<file path="src/source/dcache_cfg.svh">
`ifndef DCACHE_CFG_SVH
`define DCACHE_CFG_SVH

// cache geometry, two ways of one word per line

// number of sets per way
`define DC_SETS 256

// set index, word address bits 9:2
`define DC_INDEX_W 8

// tag, word address bits 18:10
`define DC_TAG_W 9

// whole word address, bits 18:2
`define DC_WORD_ADDR_W 17

`endif

</file>
<file path="src/source/dcache_pkg.sv">
`include "dcache_cfg.svh"

package dcache_pkg;

    // data word and byte enables
    typedef logic [31:0] word_t;
    typedef logic [3:0]  byte_mask_t;

    // word address is {tag, index}
    typedef logic [`DC_WORD_ADDR_W-1:0] word_addr_t;
    typedef logic [`DC_TAG_W-1:0]       tag_t;
    typedef logic [`DC_INDEX_W-1:0]     set_idx_t;

    // way number, two ways
    typedef logic way_t;

    // miss handling states
    typedef enum logic [2:0] {
        IDLE,
        LOOKUP,
        WRITEBACK,
        REFILL,
        UPDATE,
        DONE
    } ctrl_state_e;

endpackage

</file>
<file path="src/source/dcache_line_state.sv">
`include "dcache_cfg.svh"

module dcache_line_state (
    input  logic                 clk_i,
    input  logic                 rst_i,
    // lookup of the requested set
    input  dcache_pkg::set_idx_t idx_i,
    output logic [1:0]           valid_o,
    output logic [1:0]           dirty_o,
    output dcache_pkg::way_t     victim_o,
    // update from the controller
    input  logic                 upd_en_i,
    input  dcache_pkg::way_t     upd_way_i,
    input  logic                 upd_dirty_i
);
    import dcache_pkg::*;

    // one bit per way per set
    logic [1:0]          valid_q [`DC_SETS];
    logic [1:0]          dirty_q [`DC_SETS];
    // lru bit names the least recently used way
    logic [`DC_SETS-1:0] lru_q;

    assign valid_o = valid_q[idx_i];
    assign dirty_o = dirty_q[idx_i];

    // invalid way first, lowest one wins
    always_comb begin
        if (!valid_o[0]) begin
            victim_o = way_t'(1'b0);
        end else if (!valid_o[1]) begin
            victim_o = way_t'(1'b1);
        end else begin
            victim_o = way_t'(lru_q[idx_i]);
        end
    end

    always_ff @(posedge clk_i) begin
        if (rst_i) begin
            for (int s = 0; s < `DC_SETS; s++) begin
                valid_q[s] <= 2'b00;
                dirty_q[s] <= 2'b00;
            end
            lru_q <= '0;
        end else if (upd_en_i) begin
            valid_q[idx_i][upd_way_i] <= 1'b1;
            dirty_q[idx_i][upd_way_i] <= upd_dirty_i;
            // touched way becomes most recent
            lru_q[idx_i] <= ~upd_way_i;
        end
    end

    // a dirty line must also be valid
    a_dirty_valid : assert property (
        @(posedge clk_i) disable iff (rst_i)
        (dirty_o & ~valid_o) == 2'b00
    );

endmodule

</file>
<file path="config.mk">
export PLATFORM = sky130hd
export DESIGN_NAME = dcache_line_state
export DESIGN_NICKNAME = d
export VERILOG_FILES = /design/src/source/dcache_pkg.sv /design/src/source/dcache_line_state.sv
export VERILOG_INCLUDE_DIRS = /design/src /design/src/source
export SDC_FILE = /design/constraint.sdc
export NUM_CORES = 2
export LEC_CHECK = 0
export BUFFER_PORTS_ARGS = -buffer_cell sky130_fd_sc_hd__buf_2
export CELL_PAD_IN_SITES_DETAIL_PLACEMENT = 0
export CELL_PAD_IN_SITES_GLOBAL_PLACEMENT = 1
export CORE_MARGIN = 2
export CORE_UTILIZATION = 29
export CTS_CLUSTER_SIZE = 28
export DETAILED_ROUTE_END_ITERATION = 12
export GPL_ROUTABILITY_DRIVEN = 0
export GPL_TIMING_DRIVEN = 0
export PLACE_DENSITY = 0.49
export SYNTH_ARGS = -nofsm -noshare
export SYNTH_HDL_FRONTEND = slang
export SYNTH_SLANG_ARGS = --single-unit
</file>
<file path="constraint.sdc">
create_clock -name clk_i -period 3.69 [get_ports clk_i]
set_input_delay 0.369 -clock clk_i [delete_from_list [all_inputs] [get_ports clk_i]]
set_output_delay 0.369 -clock clk_i [all_outputs]
set_load 0.02 [all_outputs]
</file>
==> results.md <==
- Status: complete, but fails checks
- Failing checks: capacitance limit, slew limit, setup timing
- Fin. Hold Viols: 0
- CP Launch Type: input pin
- Clk sinks: ~1.3k
- Most frequent cells in the layout: nor2_1 (806), dfxtp_1 (766), clkbuf_1 (544), a21oi_1 (531), edfxtp_1 (512)
- Sequential area share after synthesis: 53.2%
- I/O Buffers: 12
- Seq cells post-synth: 1280
- Vias in the first global route: 46.3k
- Worst Tran Pin Value: 1.57 ns
- Core area: just under 200000 um2
- YS warnings: 0
- Die height: 451 um
- Setup tns final: -2.05 ns
- Tcrit/Tclk final: 107%
- All-Layer GR Usage: 29.7%
- TritonRoute pass-1 iters: 5
- Final Slew Violations: 42
- F_max: between 200 and 300 MHz
- Top fanout value on the critical path: 10
- Final Skew: 0 ns
- Initial antenna violation count: 16
- Req. time, crit path: 3.32 ns
- Mapped Cells: about 5.3k
- Final setup viols: 39
- FILL cells: 20.2k
- Grt ovf: 0
- Final min period: 3.95 ns
- Hold buffers post-CTS: 0
- Area leader, netlist: dfxtp_1
- Pre-CTS setup slack: -2.32 ns
- I/O pins: 18
- First-pass GRT wire length: 414 mm
- Starting density of the core: 29.2%
- CP endpoint kind: output pin
- Worst skew pair latency: 0.82 ns
- CTS tree: built
- GRT busiest layer: met2
- Pwr/cell area: 493 nW/um2
- Layout Cells excl Fill: 8262
- Area growth syn-to-layout: 18.2%
- Most common cell after layout, fill and taps aside: nor2_1
- Synth Area per Inst: 11.0 um2
- Synth Cell Area: 57900 um2
- Worst Setup Slack, final: -0.257 ns
- Chip width: 451 um
- Total CTS buffers: 154
- Synth Net Count: 5281
- Nets: 5516
- Synth top area share: 26.6%
- CP Class: in -> out
- Wire length per cell: 37.3 um
- Post-synth top flop: dfxtp_1
- DRT Wirelength: 308 mm
- Layout cell share with drive strength beyond 1: 15.5%
- Met3 Use GR: 5.85%
- Post-synth ARST share: 0%
- Detailed Route Iter0 Violations: 6762
- MaxCap Viol Count: 6
- WP data arrival: about 3.6 ns
- Post-synth EDFFs: just over 500
- H-tree levels: 4
- FP Rows: 163
- CTS Buffer Depth: 3
- Maximum VDD drop: 0.491 mV
- Total power: 33.7 mW
- Met2 GRT Util: a little under half
- Worst Hold Class: in -> reg
- Worst slew margin: -4.86%
- Grt met1 use: 40.6%
- HPWL after DPL: 205 mm
- Routed vias: 49.0k
- Largest net degree at the start of global routing: 17
- Reg clk slew, reported paths: 0.06 ns
- Drt drc: 0
- Synth top area cells: dfxtp_1 (27%), edfxtp_1 (27%), mux4_2 (14%), nor2_1 (5.3%), a21oi_1 (4.6%)
- ANT nets after route: 0
- Root buffer cell: clkbuf_16
- Die area: 203000 um2
- Unrepaired setup endpoints after global routing: true
- Leak: 22.2 nW
- Via density: about 6
- Cell variety after synth: 40
- Total placed cells including tap cells: roughly 7.9k
cell families after synthesis:
logic type      synth area share [%]
flops                           53.2
simple gates                    7.19
compound gates                  18.7
mux                             14.6
buf+inv                         6.42
path summary, 6_finish.rpt:
check	slack, ns	cells past startpoint	to	from
hold / removal	0.43	3	dirty_q[84][1]$_SDFFCE_PN0P_	upd_dirty_i
hold reg to reg	0.46	2	valid_q[95][0]$_DFF_P_	valid_q[95][0]$_DFF_P_
setup reg to reg	2.80	2	lru_q[128]$_SDFFE_PP0P_	lru_q[128]$_SDFFE_PP0P_
setup / recovery	-0.26	11	victim_o	idx_i[5]
state kept, by name (all words and copies together), names as in the netlist:
signal and cells:
dirty_q 512, valid_q 512, lru_q 256
layer usage:
metal  vias up  part of all wire, %
li1      19860                    -
met4         4                  4.8
met1     25848                   42
met3       575                  8.3
met2      2683                   45
met5         -                0.011
synth_stat cells, types with 2 or more instances:
library cell	number
nor2_1	819
dfxtp_1	768
clkbuf_1	544
a21oi_1	533
edfxtp_1	512
mux4_2	370
o22ai_1	257
inv_1	256
o21bai_1	256
a21o_1	241
a311oi_1	227
nand2_1	113
a22oi_1	82
buf_2	78
buf_1	46
nand2b_1	23
nor3_1	20
nand3_1	19
and3_1	18
o21ai_0	18
and2_1	10
buf_6	9
nor2b_1	9
mux2i_1	8
buf_4	6
nor4_1	6
o41ai_1	3
a211oi_1	2
a221oi_1	2
mux2_2	2
nand3b_1	2
critical path, stage by stage:
cell	delay [ns]
buf_2	0.12
clkbuf_2	0.25
clkbuf_4	0.39
nand2_2	0.45
clkbuf_2	0.62
a21oi_1	0.15
o41ai_1	0.49
o21ai_0	0.19
nor2_1	0.25
a21boi_1	0.10
buf_2	0.16
per-stage QoR:
| stage | area [um2] | hold WS, ns | utilization [%] |
|---|---|---|---|
| floorplan | 57900 | 0.431 | - |
| global placement | 61200 | 0.441 | 30.9 |
| detailed placement | 61400 | 0.452 | 31.0 |
| CTS | 68200 | 0.394 | 34.5 |
| global route | 68300 | 0.413 | 34.5 |
| finish | 68400 | 0.434 | 34.6 |
where the power goes:
group,total (mW),leakage (nW),internal (mW),switching [mW]
Combinational,3.01,8.68,0.942,2.07
Clock,15.6,2.44,9.01,6.62
Sequential,15.1,11.0,15.0,0.0925
timing repair:
action | in CTS | in global routing
gates cloned | 5 | 0
pin swaps | 12 | 4
resized for setup | 334 | 33
setup buffers | 51 | 6
setup endpoints to repair | 1642 | 5
area by class of cell:
type                       count  area [um2]  area share, %
timing repair buffer          80         830           1.21
multi-input combinational   3048       23600           34.6
buffer                       682        3880           5.67
antenna                        6        15.0         0.0220
clock buffer                 216        4420           6.46
tap                         2640        3300           4.83
inverter                     257         965           1.41
clock inverter                53         557          0.815
sequential                  1280       30800           45.0
Note: power is estimated with default switching activity, not from simulation.
