`config.mk`:
```
export PLATFORM = sky130hd
export DESIGN_NAME = dcache_ctrl
export DESIGN_NICKNAME = d
export VERILOG_FILES = /design/src/source/dcache_pkg.sv /design/src/source/dcache_ctrl.sv
export VERILOG_INCLUDE_DIRS = /design/src /design/src/source
export SDC_FILE = /design/constraint.sdc
export NUM_CORES = 1
export LEC_CHECK = 0
export ABC_CLOCK_PERIOD_IN_PS = 3700
export BUFFER_PORTS_ARGS = -buffer_cell sky130_fd_sc_hd__buf_2
export CAP_MARGIN = 25
export CORE_UTILIZATION = 30
export CTS_BUF_LIST = sky130_fd_sc_hd__clkbuf_8
export DETAILED_ROUTE_END_ITERATION = 16
export PLACE_DENSITY = 0.57
export REMOVE_ABC_BUFFERS = 1
export SLEW_MARGIN = 30
export SYNTH_ARGS = -nofsm -noshare
export SYNTH_HDL_FRONTEND = slang
export SYNTH_SLANG_ARGS = --single-unit
```
`constraint.sdc`:
```
create_clock -name clk_i -period 3.7 [get_ports clk_i]
set_input_delay 0.555 -clock clk_i [delete_from_list [all_inputs] [get_ports clk_i]]
set_output_delay 0.555 -clock clk_i [all_outputs]
set_load 0.01 [all_outputs]
```
`src/source/dcache_cfg.svh`:
```
`ifndef DCACHE_CFG_SVH
`define DCACHE_CFG_SVH

// cache geometry, two ways of one word per line

// number of sets per way
`define DC_SETS 256

// set index, word address bits 9:2
`define DC_INDEX_W 8

// tag, word address bits 18:10
`define DC_TAG_W 9

// whole word address, bits 18:2
`define DC_WORD_ADDR_W 17

`endif

```
`src/source/dcache_pkg.sv`:
```
`include "dcache_cfg.svh"

package dcache_pkg;

    // data word and byte enables
    typedef logic [31:0] word_t;
    typedef logic [3:0]  byte_mask_t;

    // word address is {tag, index}
    typedef logic [`DC_WORD_ADDR_W-1:0] word_addr_t;
    typedef logic [`DC_TAG_W-1:0]       tag_t;
    typedef logic [`DC_INDEX_W-1:0]     set_idx_t;

    // way number, two ways
    typedef logic way_t;

    // miss handling states
    typedef enum logic [2:0] {
        IDLE,
        LOOKUP,
        WRITEBACK,
        REFILL,
        UPDATE,
        DONE
    } ctrl_state_e;

endpackage

```
`src/source/dcache_ctrl.sv`:
```
`include "dcache_cfg.svh"

module dcache_ctrl (
    input  logic                   clk_i,
    input  logic                   rst_i,
    // core port
    input  logic                   core_sel_i,
    input  dcache_pkg::word_addr_t core_addr_i,
    input  dcache_pkg::word_t      core_wdata_i,
    input  dcache_pkg::byte_mask_t core_wmask_i,
    output dcache_pkg::word_t      core_rdata_o,
    output logic                   core_stall_o,
    // memory port
    output dcache_pkg::word_addr_t mem_addr_o,
    output logic                   mem_valid_o,
    output dcache_pkg::word_t      mem_wdata_o,
    output dcache_pkg::byte_mask_t mem_wstrb_o,
    input  dcache_pkg::word_t      mem_rdata_i,
    input  logic                   mem_ready_i,
    // way rams
    output logic                   ram_rd_en_o,
    output logic [1:0]             ram_wr_en_o,
    output dcache_pkg::set_idx_t   ram_wr_idx_o,
    output dcache_pkg::tag_t       ram_wr_tag_o,
    output dcache_pkg::word_t      ram_wr_data_o,
    output dcache_pkg::byte_mask_t ram_wr_mask_o,
    input  dcache_pkg::tag_t       ram0_tag_i,
    input  dcache_pkg::tag_t       ram1_tag_i,
    input  dcache_pkg::word_t      ram0_data_i,
    input  dcache_pkg::word_t      ram1_data_i,
    // line state
    input  logic [1:0]             st_valid_i,
    input  logic [1:0]             st_dirty_i,
    input  dcache_pkg::way_t       st_victim_i,
    output logic                   upd_en_o,
    output dcache_pkg::way_t       upd_way_o,
    output logic                   upd_dirty_o
);
    import dcache_pkg::*;

    ctrl_state_e state_q;
    ctrl_state_e state_d;

    // request fields
    tag_t     req_tag;
    set_idx_t req_idx;
    logic     is_write;
    logic     full_write;

    // lookup results
    logic  hit0;
    logic  hit1;
    logic  hit;
    way_t  hit_way;
    word_t hit_data;
    logic  victim_dirty;

    // latched across the miss sequence
    logic       hit_q;
    way_t       tgt_way_q;
    word_addr_t victim_addr_q;
    word_t      victim_data_q;
    word_t      fill_q;
    word_t      rdata_q;
    word_t      merged;

    assign req_tag    = core_addr_i[`DC_WORD_ADDR_W-1 -: `DC_TAG_W];
    assign req_idx    = core_addr_i[`DC_INDEX_W-1:0];
    assign is_write   = |core_wmask_i;
    assign full_write = &core_wmask_i;

    // tag compare is only meaningful in LOOKUP
    assign hit0     = st_valid_i[0] && (ram0_tag_i == req_tag);
    assign hit1     = st_valid_i[1] && (ram1_tag_i == req_tag);
    assign hit      = hit0 || hit1;
    assign hit_way  = way_t'(hit1);
    assign hit_data = hit1 ? ram1_data_i : ram0_data_i;

    assign victim_dirty = st_valid_i[st_victim_i] && st_dirty_i[st_victim_i];

    always_comb begin
        state_d = state_q;
        case (state_q)
            IDLE: begin
                if (core_sel_i) begin
                    state_d = LOOKUP;
                end
            end
            LOOKUP: begin
                if (hit) begin
                    state_d = is_write ? UPDATE : DONE;
                end else if (victim_dirty) begin
                    state_d = WRITEBACK;
                end else begin
                    // full words allocate without a fetch
                    state_d = full_write ? UPDATE : REFILL;
                end
            end
            WRITEBACK: begin
                if (mem_ready_i) begin
                    state_d = full_write ? UPDATE : REFILL;
                end
            end
            REFILL: begin
                if (mem_ready_i) begin
                    state_d = UPDATE;
                end
            end
            UPDATE: begin
                state_d = DONE;
            end
            DONE: begin
                state_d = IDLE;
            end
            default: begin
                state_d = IDLE;
            end
        endcase
    end

    always_ff @(posedge clk_i) begin
        if (rst_i) begin
            state_q   <= IDLE;
            hit_q     <= 1'b0;
            tgt_way_q <= way_t'(1'b0);
        end else begin
            state_q <= state_d;
            if (state_q == LOOKUP) begin
                hit_q     <= hit;
                tgt_way_q <= hit ? hit_way : st_victim_i;
            end
        end
    end

    // victim copy for the write-back plus the refill word and read result
    always_ff @(posedge clk_i) begin
        if (state_q == LOOKUP) begin
            victim_addr_q <= {(st_victim_i ? ram1_tag_i : ram0_tag_i), req_idx};
            victim_data_q <= st_victim_i ? ram1_data_i : ram0_data_i;
            if (hit) begin
                rdata_q <= hit_data;
            end
        end
        if (state_q == REFILL && mem_ready_i) begin
            fill_q  <= mem_rdata_i;
            rdata_q <= mem_rdata_i;
        end
    end

    // enabled core bytes over the fetched word
    always_comb begin
        merged = fill_q;
        for (int b = 0; b < 4; b++) begin
            if (core_wmask_i[b]) begin
                merged[b*8 +: 8] = core_wdata_i[b*8 +: 8];
            end
        end
    end

    // core side
    assign core_rdata_o = rdata_q;
    assign core_stall_o = core_sel_i && (state_q != DONE);

    // memory requests held steady by the state and the latched victim
    assign mem_valid_o = (state_q == WRITEBACK) || (state_q == REFILL);
    assign mem_addr_o  = (state_q == WRITEBACK) ? victim_addr_q : core_addr_i;
    assign mem_wdata_o = (state_q == WRITEBACK) ? victim_data_q : '0;
    assign mem_wstrb_o = (state_q == WRITEBACK) ? 4'hF : 4'h0;

    // read both ways as the request arrives
    assign ram_rd_en_o = (state_q == IDLE) && core_sel_i;

    // way write in UPDATE
    // a hit write uses the byte mask while a fill writes the whole word
    assign ram_wr_en_o   = (state_q == UPDATE) ? (2'b01 << tgt_way_q) : 2'b00;
    assign ram_wr_idx_o  = req_idx;
    assign ram_wr_tag_o  = req_tag;
    assign ram_wr_data_o = hit_q ? core_wdata_i : merged;
    assign ram_wr_mask_o = hit_q ? core_wmask_i : 4'hF;

    // read hits only refresh lru and keep the dirty bit
    assign upd_en_o    = (state_q == UPDATE) || (state_q == LOOKUP && hit && !is_write);
    assign upd_way_o   = (state_q == LOOKUP) ? hit_way : tgt_way_q;
    assign upd_dirty_o = (state_q == LOOKUP) ? st_dirty_i[hit_way] : is_write;

    // memory request held until the ready pulse
    a_mem_hold : assert property (
        @(posedge clk_i) disable iff (rst_i)
        mem_valid_o && !mem_ready_i |=> mem_valid_o && $stable(mem_addr_o)
    );

    // address, mask and data stay live for the whole miss sequence
    a_req_hold : assert property (
        @(posedge clk_i) disable iff (rst_i)
        core_sel_i && core_stall_o |=> core_sel_i && $stable(core_addr_i)
            && $stable(core_wmask_i) && $stable(core_wdata_i)
    );

endmodule

```
==> results of run 1 <==
Yosys cell counts:
cell type and n:
nand4_1 4, mux2_2 83, a41o_1 1, nor2_1 15
dfxtp_1 5, a31oi_1 1, o21ai_0 9, xor2_1 8
inv_1 4, nand2b_1 6, nor3_1 2, mux2_1 7
mux2i_1 34, xnor2_1 10, inv_2 1, o221a_2 1
and3_1 1, a221oi_1 1, buf_1 2, a32o_1 1
a311oi_1 2, a21oi_1 6, nand2_1 41, nor2b_1 1
o21ai_1 28, or4b_1 1, or4_1 1, buf_2 3
edfxtp_1 113, buf_4 24, and2_1 32, nand3_1 1
o2111ai_1 1, clkbuf_1 16, nand3b_1 1, nor4_1 3
a211oi_1 1, or4_4 1, o22ai_1 1
kinds of logic after synthesis:
kind of cell,count (synthesis)
mux,124
compound gates,53
buf+inv,50
flops,118
simple gates,110
xor+xnor,18
how the worst max path moves through the flow:
stage | cells past startpoint | to
3_3_place_gp | 8 | upd_way_o
3_5_place_dp | 8 | upd_way_o
4_1_cts | 5 | mem_addr_o[10]
6_report | 5 | mem_addr_o[10]
5_1_grt | 5 | mem_addr_o[10]
2_1_floorplan | 5 | core_rdata_o[0]$_DFFE_PP_
routing by layer:
layer,global-route usage [%],wire length [um],vias up
met1,18.74,7114,2261
met2,29.83,9096,194
met5,0,0,-
met4,4.105,108,0
li1,-,-,2343
met3,5.503,1215,6
state kept, by name, summed over array words and instances (netlist names):
signal	cells
core_rdata_o	32
victim_addr_q	17
victim_data_q	32
state_q	3
tgt_way_q	1
fill_q	32
hit_q	1
through the flow:
stage                     util [%]  std cells  total power, uW
final                        42.01       1056             4409
after global routing         42.01       1056             4652
after CTS                    42.01       1056             4487
after detailed placement     40.09       1026             3305
after global placement       40.09       1026             3298
after floorplan                  -        428             2633
worst max-delay path, delay by kind of cell (launching register included):
kind                   cells  cell delay, ns
buffers and inverters      3            0.72
DFF                        1            0.54
muxes                      1            0.38
and+or+nand+nor            1            0.20
report_power, final:
group          total [uW]  internal (uW)  switching (uW)
Sequential           1890           1790             105
Clock                1170            644             525
Combinational        1340            565             780
layout make-up:
cell class	instances	area, um2
Fill cell	1941	11470
Sequential cell	118	3493
Multi-Input combinational cell	305	2390
Timing Repair Buffer	333	1697
Tap cell	265	331.6
Clock buffer	17	234.0
Clock inverter	13	143.9
Inverter	5	20.02
==> summary.md, run 1 <==
| Metric | Value |
|---|---|
| P_leak | 0.003414 uW |
| Crit path kind | reg2out |
| XOR/XNOR Fraction of Synth Area | 2.566% |
| Finished layout cell area | 0.008309 mm2 |
| Commonest non-fill, non-tap cells in the layout | 321 x buf_2, 113 x edfxtp_1, 83 x mux2_2 |
| Largest family of logic cells by synthesized area | multiplexers |
| Yosys cell types | 39 |
| H-tree depth | 4 |
| Worst Tran Pin Value | 0.8782 ns |
| Inserted Clock Buffers | 17 |
| Layout cell share with drive strength beyond 1 | 56.64% |
| Worst-path clk slew | 0.08 ns |
| Post-CTS Hold Fix Bufs | 0 |
| Final Hold Vio Count | 0 |
| PD cells | 530.6 mW/mm2 |
| Mapped Area | 0.006143 mm2 |
| DRC viols | 0 |
| Hpwl dp | 13130 um |
| CTS max path bufs | 2 |
| Placer Congestion | 0.7499 |
| Sequential fraction of the synthesis area | 56.86% |
| RR Endpoint | core_rdata_o[31]$_DFFE_PP_ |
| GR Overflow Total | 0 |
| Placed cell area | 0.007931 mm2 |
| Compound-Gate Fraction of Synth Area | 4.908% |
| Crit path arrival time | 2.29 ns |
| Crit path max fanout | 37 |
| CTS tree | done |
| Crit-path max cell delay | 0.54 ns |
| Final period utilization | 76.94% |
| DR vias | 4804 |
| Largest net degree at the start of global routing | 55 |
| Peak Freq | 0.3513 GHz |
| N_diodes | 0 |
| Clock skew | 0.01501 ns |
| Critical Path Source | state_q[1]$_SDFFE_PP0P_ |
| I/O Buffers | 321 |
| Initial antenna violation count | 0 |
| Worst slack at placement | 1.078 ns |
| Vias in the first global route | 4715 |
| Synth Area in Simple Gates | 9.043% |
| Yosys reg bits | 118 |
| Worst Hold Class | in2reg |
| CORE AREA | 0.01978 mm2 |
| Top Ports | 322 |
| Iteration-0 DRC Markers | 130 |
| DRT Pass-1 Iters | 4 |
| Reg2Reg Depth | 6 |
| Rows | 51 |
| Die X | 145.1 um |
| Synth top area share | 55.23% |
| Outcome | finished, final reports clean |
| Area growth, synth to finish | 35.25% |
| Antenna Violating Nets Remaining | 0 |
| Clock Latency Late Sink | 0.43 ns |
| Maximum vdd drop | 251.2 uV |
| Mux share of post-synthesis cell area | 22.04% |
| Worst hold slack | 0.3056 ns |
| Clock period minus worst slack | 2.847 ns |
| Initial core utilization | 31.06% |
| Fin worst setup slack | 0.8533 ns |
| Worst r2r src | state_q[1]$_SDFFE_PP0P_ |
| Top post-synthesis cells by area | edfxtp_1 55%, mux2_2 15%, mux2i_1 5.5% |
| Max-cap violations | 0 |
| Clk sinks | 118 |
| Synth area leader | edfxtp_1 |
| Slew headroom | 41.24% |
| Startpoint type of the worst setup path | flip-flop |
| Die height | 145.1 um |
| WL/cell | 16.60 um |
| Synth Area in Adders | 0% |
| FF-to-FF setup slack | 1.50 ns |
| Total GRT Usage | 16.58% |
| Syn_area_per_cell | 12.99 um2 |
| Sum Neg Setup Slack | 0 ns |
| RSZ-0062 raised after global routing | no |
| Postcts setup bufs | 0 |
| Die Area | 0.02105 mm2 |
| Commonest non-fill, non-tap cell in the layout | buf_2 |
| Final #Nets | 956 |
| First-pass GRT wire length | 26200 um |
| Worst Hold End | fill_q[12]$_DFFE_PP_ |
| Clk root buf | clkbuf_8 |
| Critical path's slowest cell | dfxtp_1 |
| Setup Viol. Count Final | 0 |
| Vias per cell | 4.549 |
| Hold Crit Depth | 1 |
| Critical-path cell list | inv_1, nor3_2, buf_4, mux2_2, buf_2 |
| PostCTS Resize Cnt | 0 |
| CP Capture Type | output port |
| Max-slew violation count | 0 |
| DRT Wirelength | 17530 um |
| Worst hold path startpoint | mem_rdata_i[12] |
| Cells after synthesis | 473 |
| Critical Path RT | 3.14 ns |
| YS warnings | 0 |
No activity file was read; power rests on OpenSTA's default activity.
==> run 2, diff against run 1 <==
Settings changed: ABC_CLOCK_PERIOD_IN_PS 3700 to 2400.
Clock period 3.7 ns to 2.4 ns, I/O delays scaled along.
==> run 2 against run 1 <==
Effect of this change: register-to-register slack worse by 0.73 ns; final area up 2.6%; die area unchanged.
==> summary.md, run 2 (synthesis results as in run 1) <==
| Metric | Value |
|---|---|
| Placer Congestion | 0.7487 |
| Clk sinks | 118 |
| Die Area | 0.02105 mm2 |
| Total GRT Usage | 16.78% |
| Fin worst setup slack | 0.1687 ns |
| DR vias | 4840 |
| Critical path's slowest cell | dfxtp_2 |
| Rows | 51 |
| CTS tree | done |
| Critical-path cell list | nor3_2, buf_12, mux2_2, buf_2 |
| RSZ-0062 raised after global routing | no |
| Worst path bufs/invs | 2 |
| GR Overflow Total | 0 |
| Max-slew violation count | 0 |
| H-tree depth | 4 |
| Largest net degree at the start of global routing | 58 |
| Worst hold slack | 0.1169 ns |
| Final Hold Vio Count | 0 |
| Slew headroom | 59.00% |
| Worst slack at placement | 0.1906 ns |
| Critical Path RT | 2.04 ns |
| First-pass GRT wire length | 26520 um |
| DRC viols | 0 |
| Crit path max fanout | 27 |
| Clk root buf | clkbuf_8 |
| P_leak | 0.003513 uW |
| Crit path arrival time | 1.87 ns |
| Peak Freq | 0.4482 GHz |
| Initial antenna violation count | 2 |
| Area growth, synth to finish | 38.78% |
| Startpoint type of the worst setup path | flip-flop |
| DRT Pass-1 Iters | 4 |
| Finished Core Util | 43.10% |
| Clock Latency Late Sink | 0.42 ns |
| Outcome | finished, final reports clean |
| Setup Viol. Count Final | 0 |
| Crit path kind | reg2out |
| Die height | 145.1 um |
| Vias in the first global route | 4695 |
| Final period utilization | 92.97% |
| Crit-path max cell delay | 0.40 ns |
| Clock period minus worst slack | 2.231 ns |
| Vias per cell | 4.532 |
| Worst Tran Pin Value | 0.6137 ns |
| I/O Buffers | 321 |
| Commonest non-fill, non-tap cell in the layout | buf_2 |
| Inserted Clock Buffers | 17 |
| Worst Hold Class | in2reg |
| Initial core utilization | 31.06% |
| CP Capture Type | output port |
| Antenna Violating Nets Remaining | 0 |
| CORE AREA | 0.01978 mm2 |
| WL/cell | 16.63 um |
| Iteration-0 DRC Markers | 188 |
| PD cells | 826.2 mW/mm2 |
| DRT Wirelength | 17760 um |
| CTS max path bufs | 2 |
| Layout cell share with drive strength beyond 1 | 57.36% |
| Hpwl dp | 13170 um |
| Final #Nets | 966 |
| Commonest non-fill, non-tap cells in the layout | 321 x buf_2, 113 x edfxtp_1, 83 x mux2_2 |
| Maximum vdd drop | 434.2 uV |
| Clock skew | 0.009706 ns |
| Die X | 145.1 um |
| Crit path max-delay family | flip-flops |
| Top Ports | 322 |
| Postcts setup bufs | 0 |
| Sum Neg Setup Slack | 0 ns |
| Max-cap violations | 0 |
| Worst-path clk slew | 0.08 ns |
run 2: changes by cell type in the layout (fill, tap and decap cells not counted), moves of 2 or more:
cell / delta
dfxtp_2: +2
buf_12: +7
clkinvlp_4: -2
clkinv_1: +2
buf_4: +2
dfxtp_1: -2
run 2: final cells by class:
class / instances / area, um2
fill: 1936 / 11260
sequential: 118 / 3496
multi-input combinational: 305 / 2390
timing repair buffer: 343 / 1884
tap: 265 / 331.6
clock buffer: 17 / 234.0
clock inverter: 14 / 167.7
inverter: 5 / 20.02
antenna: 1 / 2.502
run 2: stage by stage:
| step | cells | instance area, um2 | power (uW) |
|---|---|---|---|
| 6_report | 1068 | 8526 | 7044 |
| 5_1_grt | 1068 | 8526 | 7433 |
| 4_1_cts | 1067 | 8522 | 7156 |
| 3_5_place_dp | 1035 | 8087 | 5172 |
| 3_3_place_gp | 1035 | 8087 | 5166 |
| 2_1_floorplan | 428 | 5881 | 4059 |
run 2: repair_timing:
action	in CTS	in global routing
cloned	1	0
gates resized for setup	1	1
hold buffers	0	0
setup endpoints to repair	17	18
run 2: layer usage:
| layer | share of wire, % | up-vias | global-route usage, % |
|---|---|---|---|
| met4 | 0.63 | 2 | 4.105 |
| met3 | 7.4 | 7 | 5.881 |
| met2 | 51 | 191 | 29.25 |
| met1 | 41 | 2285 | 19.55 |
| li1 | - | 2355 | - |
| met5 | 0.096 | - | 0 |
run 2: power breakdown:
| group | switching (uW) | total, uW | internal, uW | leakage (uW) |
|---|---|---|---|---|
| Combinational | 1260 | 2250 | 990 | 0.00223 |
| Sequential | 142 | 2900 | 2760 | 0.00108 |
| Clock | 794 | 1890 | 1100 | 0.000204 |
run 2: final timing paths:
kind / from / cells after the start / to / slack (ns)
worst max-delay path: state_q[2]$_SDFFE_PP0P_ / 4 / mem_addr_o[14] / 0.17
worst min-delay path: mem_rdata_i[27] / 1 / fill_q[27]$_DFFE_PP_ / 0.12
worst max register to register: state_q[2]$_SDFFE_PP0P_ / 5 / core_rdata_o[31]$_DFFE_PP_ / 0.77
worst min register to register: tgt_way_q$_SDFFE_PP0P_ / 2 / tgt_way_q$_SDFFE_PP0P_ / 0.58
==> run 3, diff against run 2 <==
Settings changed: CORE_ASPECT_RATIO from default to 0.8.
==> run 3 against run 2 <==
Effect of this change: critical endpoint is now upd_en_o; final cell count shrank 0.47%; non-clock buffer count shrank 2; worst setup slack lost 0.014 ns; via count grew 0.12%.
==> summary.md, run 3 (synthesis results as in run 1) <==
| Metric | Value |
|---|---|
| Clk root buf | clkbuf_8 |
| Filler cells | 1954 |
| Critical Path Source | core_wmask_i[1] |
| Maximum vdd drop | 340.4 uV |
| Cell internal pwr | 4595 uW |
| Crit path arrival time | 1.89 ns |
| DRT Wirelength | 17760 um |
| Worst Tran Pin Value | 0.5703 ns |
| Crit-path max cell delay | 0.55 ns |
| Worst r2r src | state_q[2]$_SDFFE_PP0P_ |
| CORE AREA | 0.01991 mm2 |
| Total GRT Usage | 16.70% |
| N_diodes | 0 |
| Crit path max fanout | 5 |
| RSZ-0062 raised after global routing | no |
| Worst path bufs/invs | 2 |
| Die X | 162.0 um |
| Startpoint type of the worst setup path | primary input |
| Vias in the first global route | 4537 |
| Clk sinks | 118 |
| Storage cell area | 0.003495 mm2 |
| Reg2Reg Depth | 8 |
| P_leak | 0.003462 uW |
| Placer Congestion | 0.7569 |
| CTS max path bufs | 2 |
| RR Endpoint | state_q[0]$_SDFFE_PP0P_ |
| Critical path's slowest cell | or4_4 |
| Antenna Violating Nets Remaining | 0 |
| Slew headroom | 61.90% |
| Rows | 46 |
| Hpwl dp | 13120 um |
| Postcts setup bufs | 0 |
| Clk pwr share | 25.0% |
| NetSw | 2219 uW |
| WL/cell | 16.71 um |
| Clock Latency Late Sink | 0.43 ns |
| PD cells | 809.4 mW/mm2 |
| Critical Path RT | 2.04 ns |
| Largest net degree at the start of global routing | 61 |
| Final Hold Vio Count | 0 |
| CTS tree | done |
| Final #Nets | 964 |
| Iteration-0 DRC Markers | 272 |
| Initial core utilization | 30.85% |
| Max-slew violation count | 0 |
| Clock skew | 0.01112 ns |
| Area growth, synth to finish | 37.03% |
| Placed cell area | 0.008065 mm2 |
| PostCTS Resize Cnt | 0 |
| Multi-input logic area | 0.002390 mm2 |
| Comb power frac | 32.7% |
| Commonest non-fill, non-tap cells in the layout | 321 x buf_2, 113 x edfxtp_1, 83 x mux2_2 |
| Inserted Clock Buffers | 17 |
| CP Capture Type | output port |
| Clock period minus worst slack | 2.245 ns |
| Die Area | 0.02106 mm2 |
| Worst Hold Class | in2reg |
| Max-cap violations | 0 |
| Sequential share of power | 42.3% |
| Worst path most repeated cell | buf_2 |
| Setup Viol. Count Final | 0 |
| Switching Share | 32.56% |
| Vias per cell | 4.559 |
| Top Ports | 322 |
| Critical-path cell list | buf_2, or4_4, or4b_1, o21ai_1, buf_2 |
| DRC viols | 0 |
| FF-to-FF setup slack | 0.66 ns |
| DRT Pass-1 Iters | 4 |
| Post-CTS Hold Fix Bufs | 0 |
| Die height | 130.0 um |
| Outcome | finished, final reports clean |
| Worst setup endpoint | upd_en_o |
| Crit path kind | in2out |
| H-tree depth | 4 |
| Fin worst setup slack | 0.1545 ns |
| Finished layout cell area | 0.008418 mm2 |
| DR vias | 4846 |
| Worst-path clk slew | 0.08 ns |
| Worst slack at placement | 0.1578 ns |
| I/O Buffers | 321 |
| Critical path depth in cells | 5 |
| Crit path max-delay family | simple AND/OR/NAND/NOR gates |
| Final period utilization | 93.56% |
| Placed cells | 1033 |
| Commonest non-fill, non-tap cell in the layout | buf_2 |
| First-pass GRT wire length | 26190 um |
| GR Overflow Total | 0 |
| Peak Freq | 0.4453 GHz |
| Post-Layout Cell Count | 1063 |
| Layout cell share with drive strength beyond 1 | 57.20% |
| Initial antenna violation count | 1 |
| Total power | 6814 uW |
run 3: cell type report:
cell class / count / area share [%]
inverter: 5 / 0.2378
timing repair buffer: 341 / 21.76
clock buffer: 17 / 2.779
multi-input combinational: 305 / 28.39
tap: 264 / 3.924
sequential: 118 / 41.51
clock inverter: 13 / 1.397
run 3: layer usage:
layer | track usage [%] | share of wire (%) | vias to the layer above
li1 | - | - | 2356
met1 | 21.20 | 44 | 2289
met2 | 27.19 | 47 | 197
met3 | 6.262 | 8.5 | 4
met4 | 3.496 | 0.29 | 0
met5 | 0 | 0 | -
run 3: stage by stage:
stage          hold slack [ns]  util, %  TNS [ns]
6_report                0.1171    42.27         0
3_3_place_gp            0.5458    40.50         0
3_5_place_dp            0.5522    40.50         0
4_1_cts                0.07805    42.27         0
2_1_floorplan           0.4589        -   -380.84
5_1_grt                0.07411    42.27         0
run 3: worst min path at each step:
stage,startpoint,to,slack [ns],cells after the start
finish,mem_rdata_i[16],fill_q[16]$_DFFE_PP_,0.12,1
global route,mem_rdata_i[7],fill_q[7]$_DFFE_PP_,0.07,1
CTS,mem_rdata_i[16],fill_q[16]$_DFFE_PP_,0.08,1
detailed placement,mem_rdata_i[7],fill_q[7]$_DFFE_PP_,0.55,1
global placement,tgt_way_q$_SDFFE_PP0P_,tgt_way_q$_SDFFE_PP0P_,0.55,2
floorplan,mem_rdata_i[0],fill_q[0]$_DFFE_PP_,0.46,0
run 3: worst reg2reg max path: stages, from the launching register on:
cell and delay, ns:
dfxtp_1 0.33, buf_4 0.18, nor2_1 0.10, nand2_1 0.17
inv_2 0.23, nand2_1 0.14, a311oi_1 0.28, a21oi_1 0.10
mux2i_1 0.14
run 3: power groups by stage:
stage / clock [uW] / combinational (uW) / sequential, uW
after detailed placement: 0 / 2270 / 2930
after global routing: 1850 / 2440 / 2920
after CTS: 1760 / 2280 / 2880
after global placement: 0 / 2260 / 2920
final: 1700 / 2230 / 2880
after floorplan: 0 / 1130 / 2930
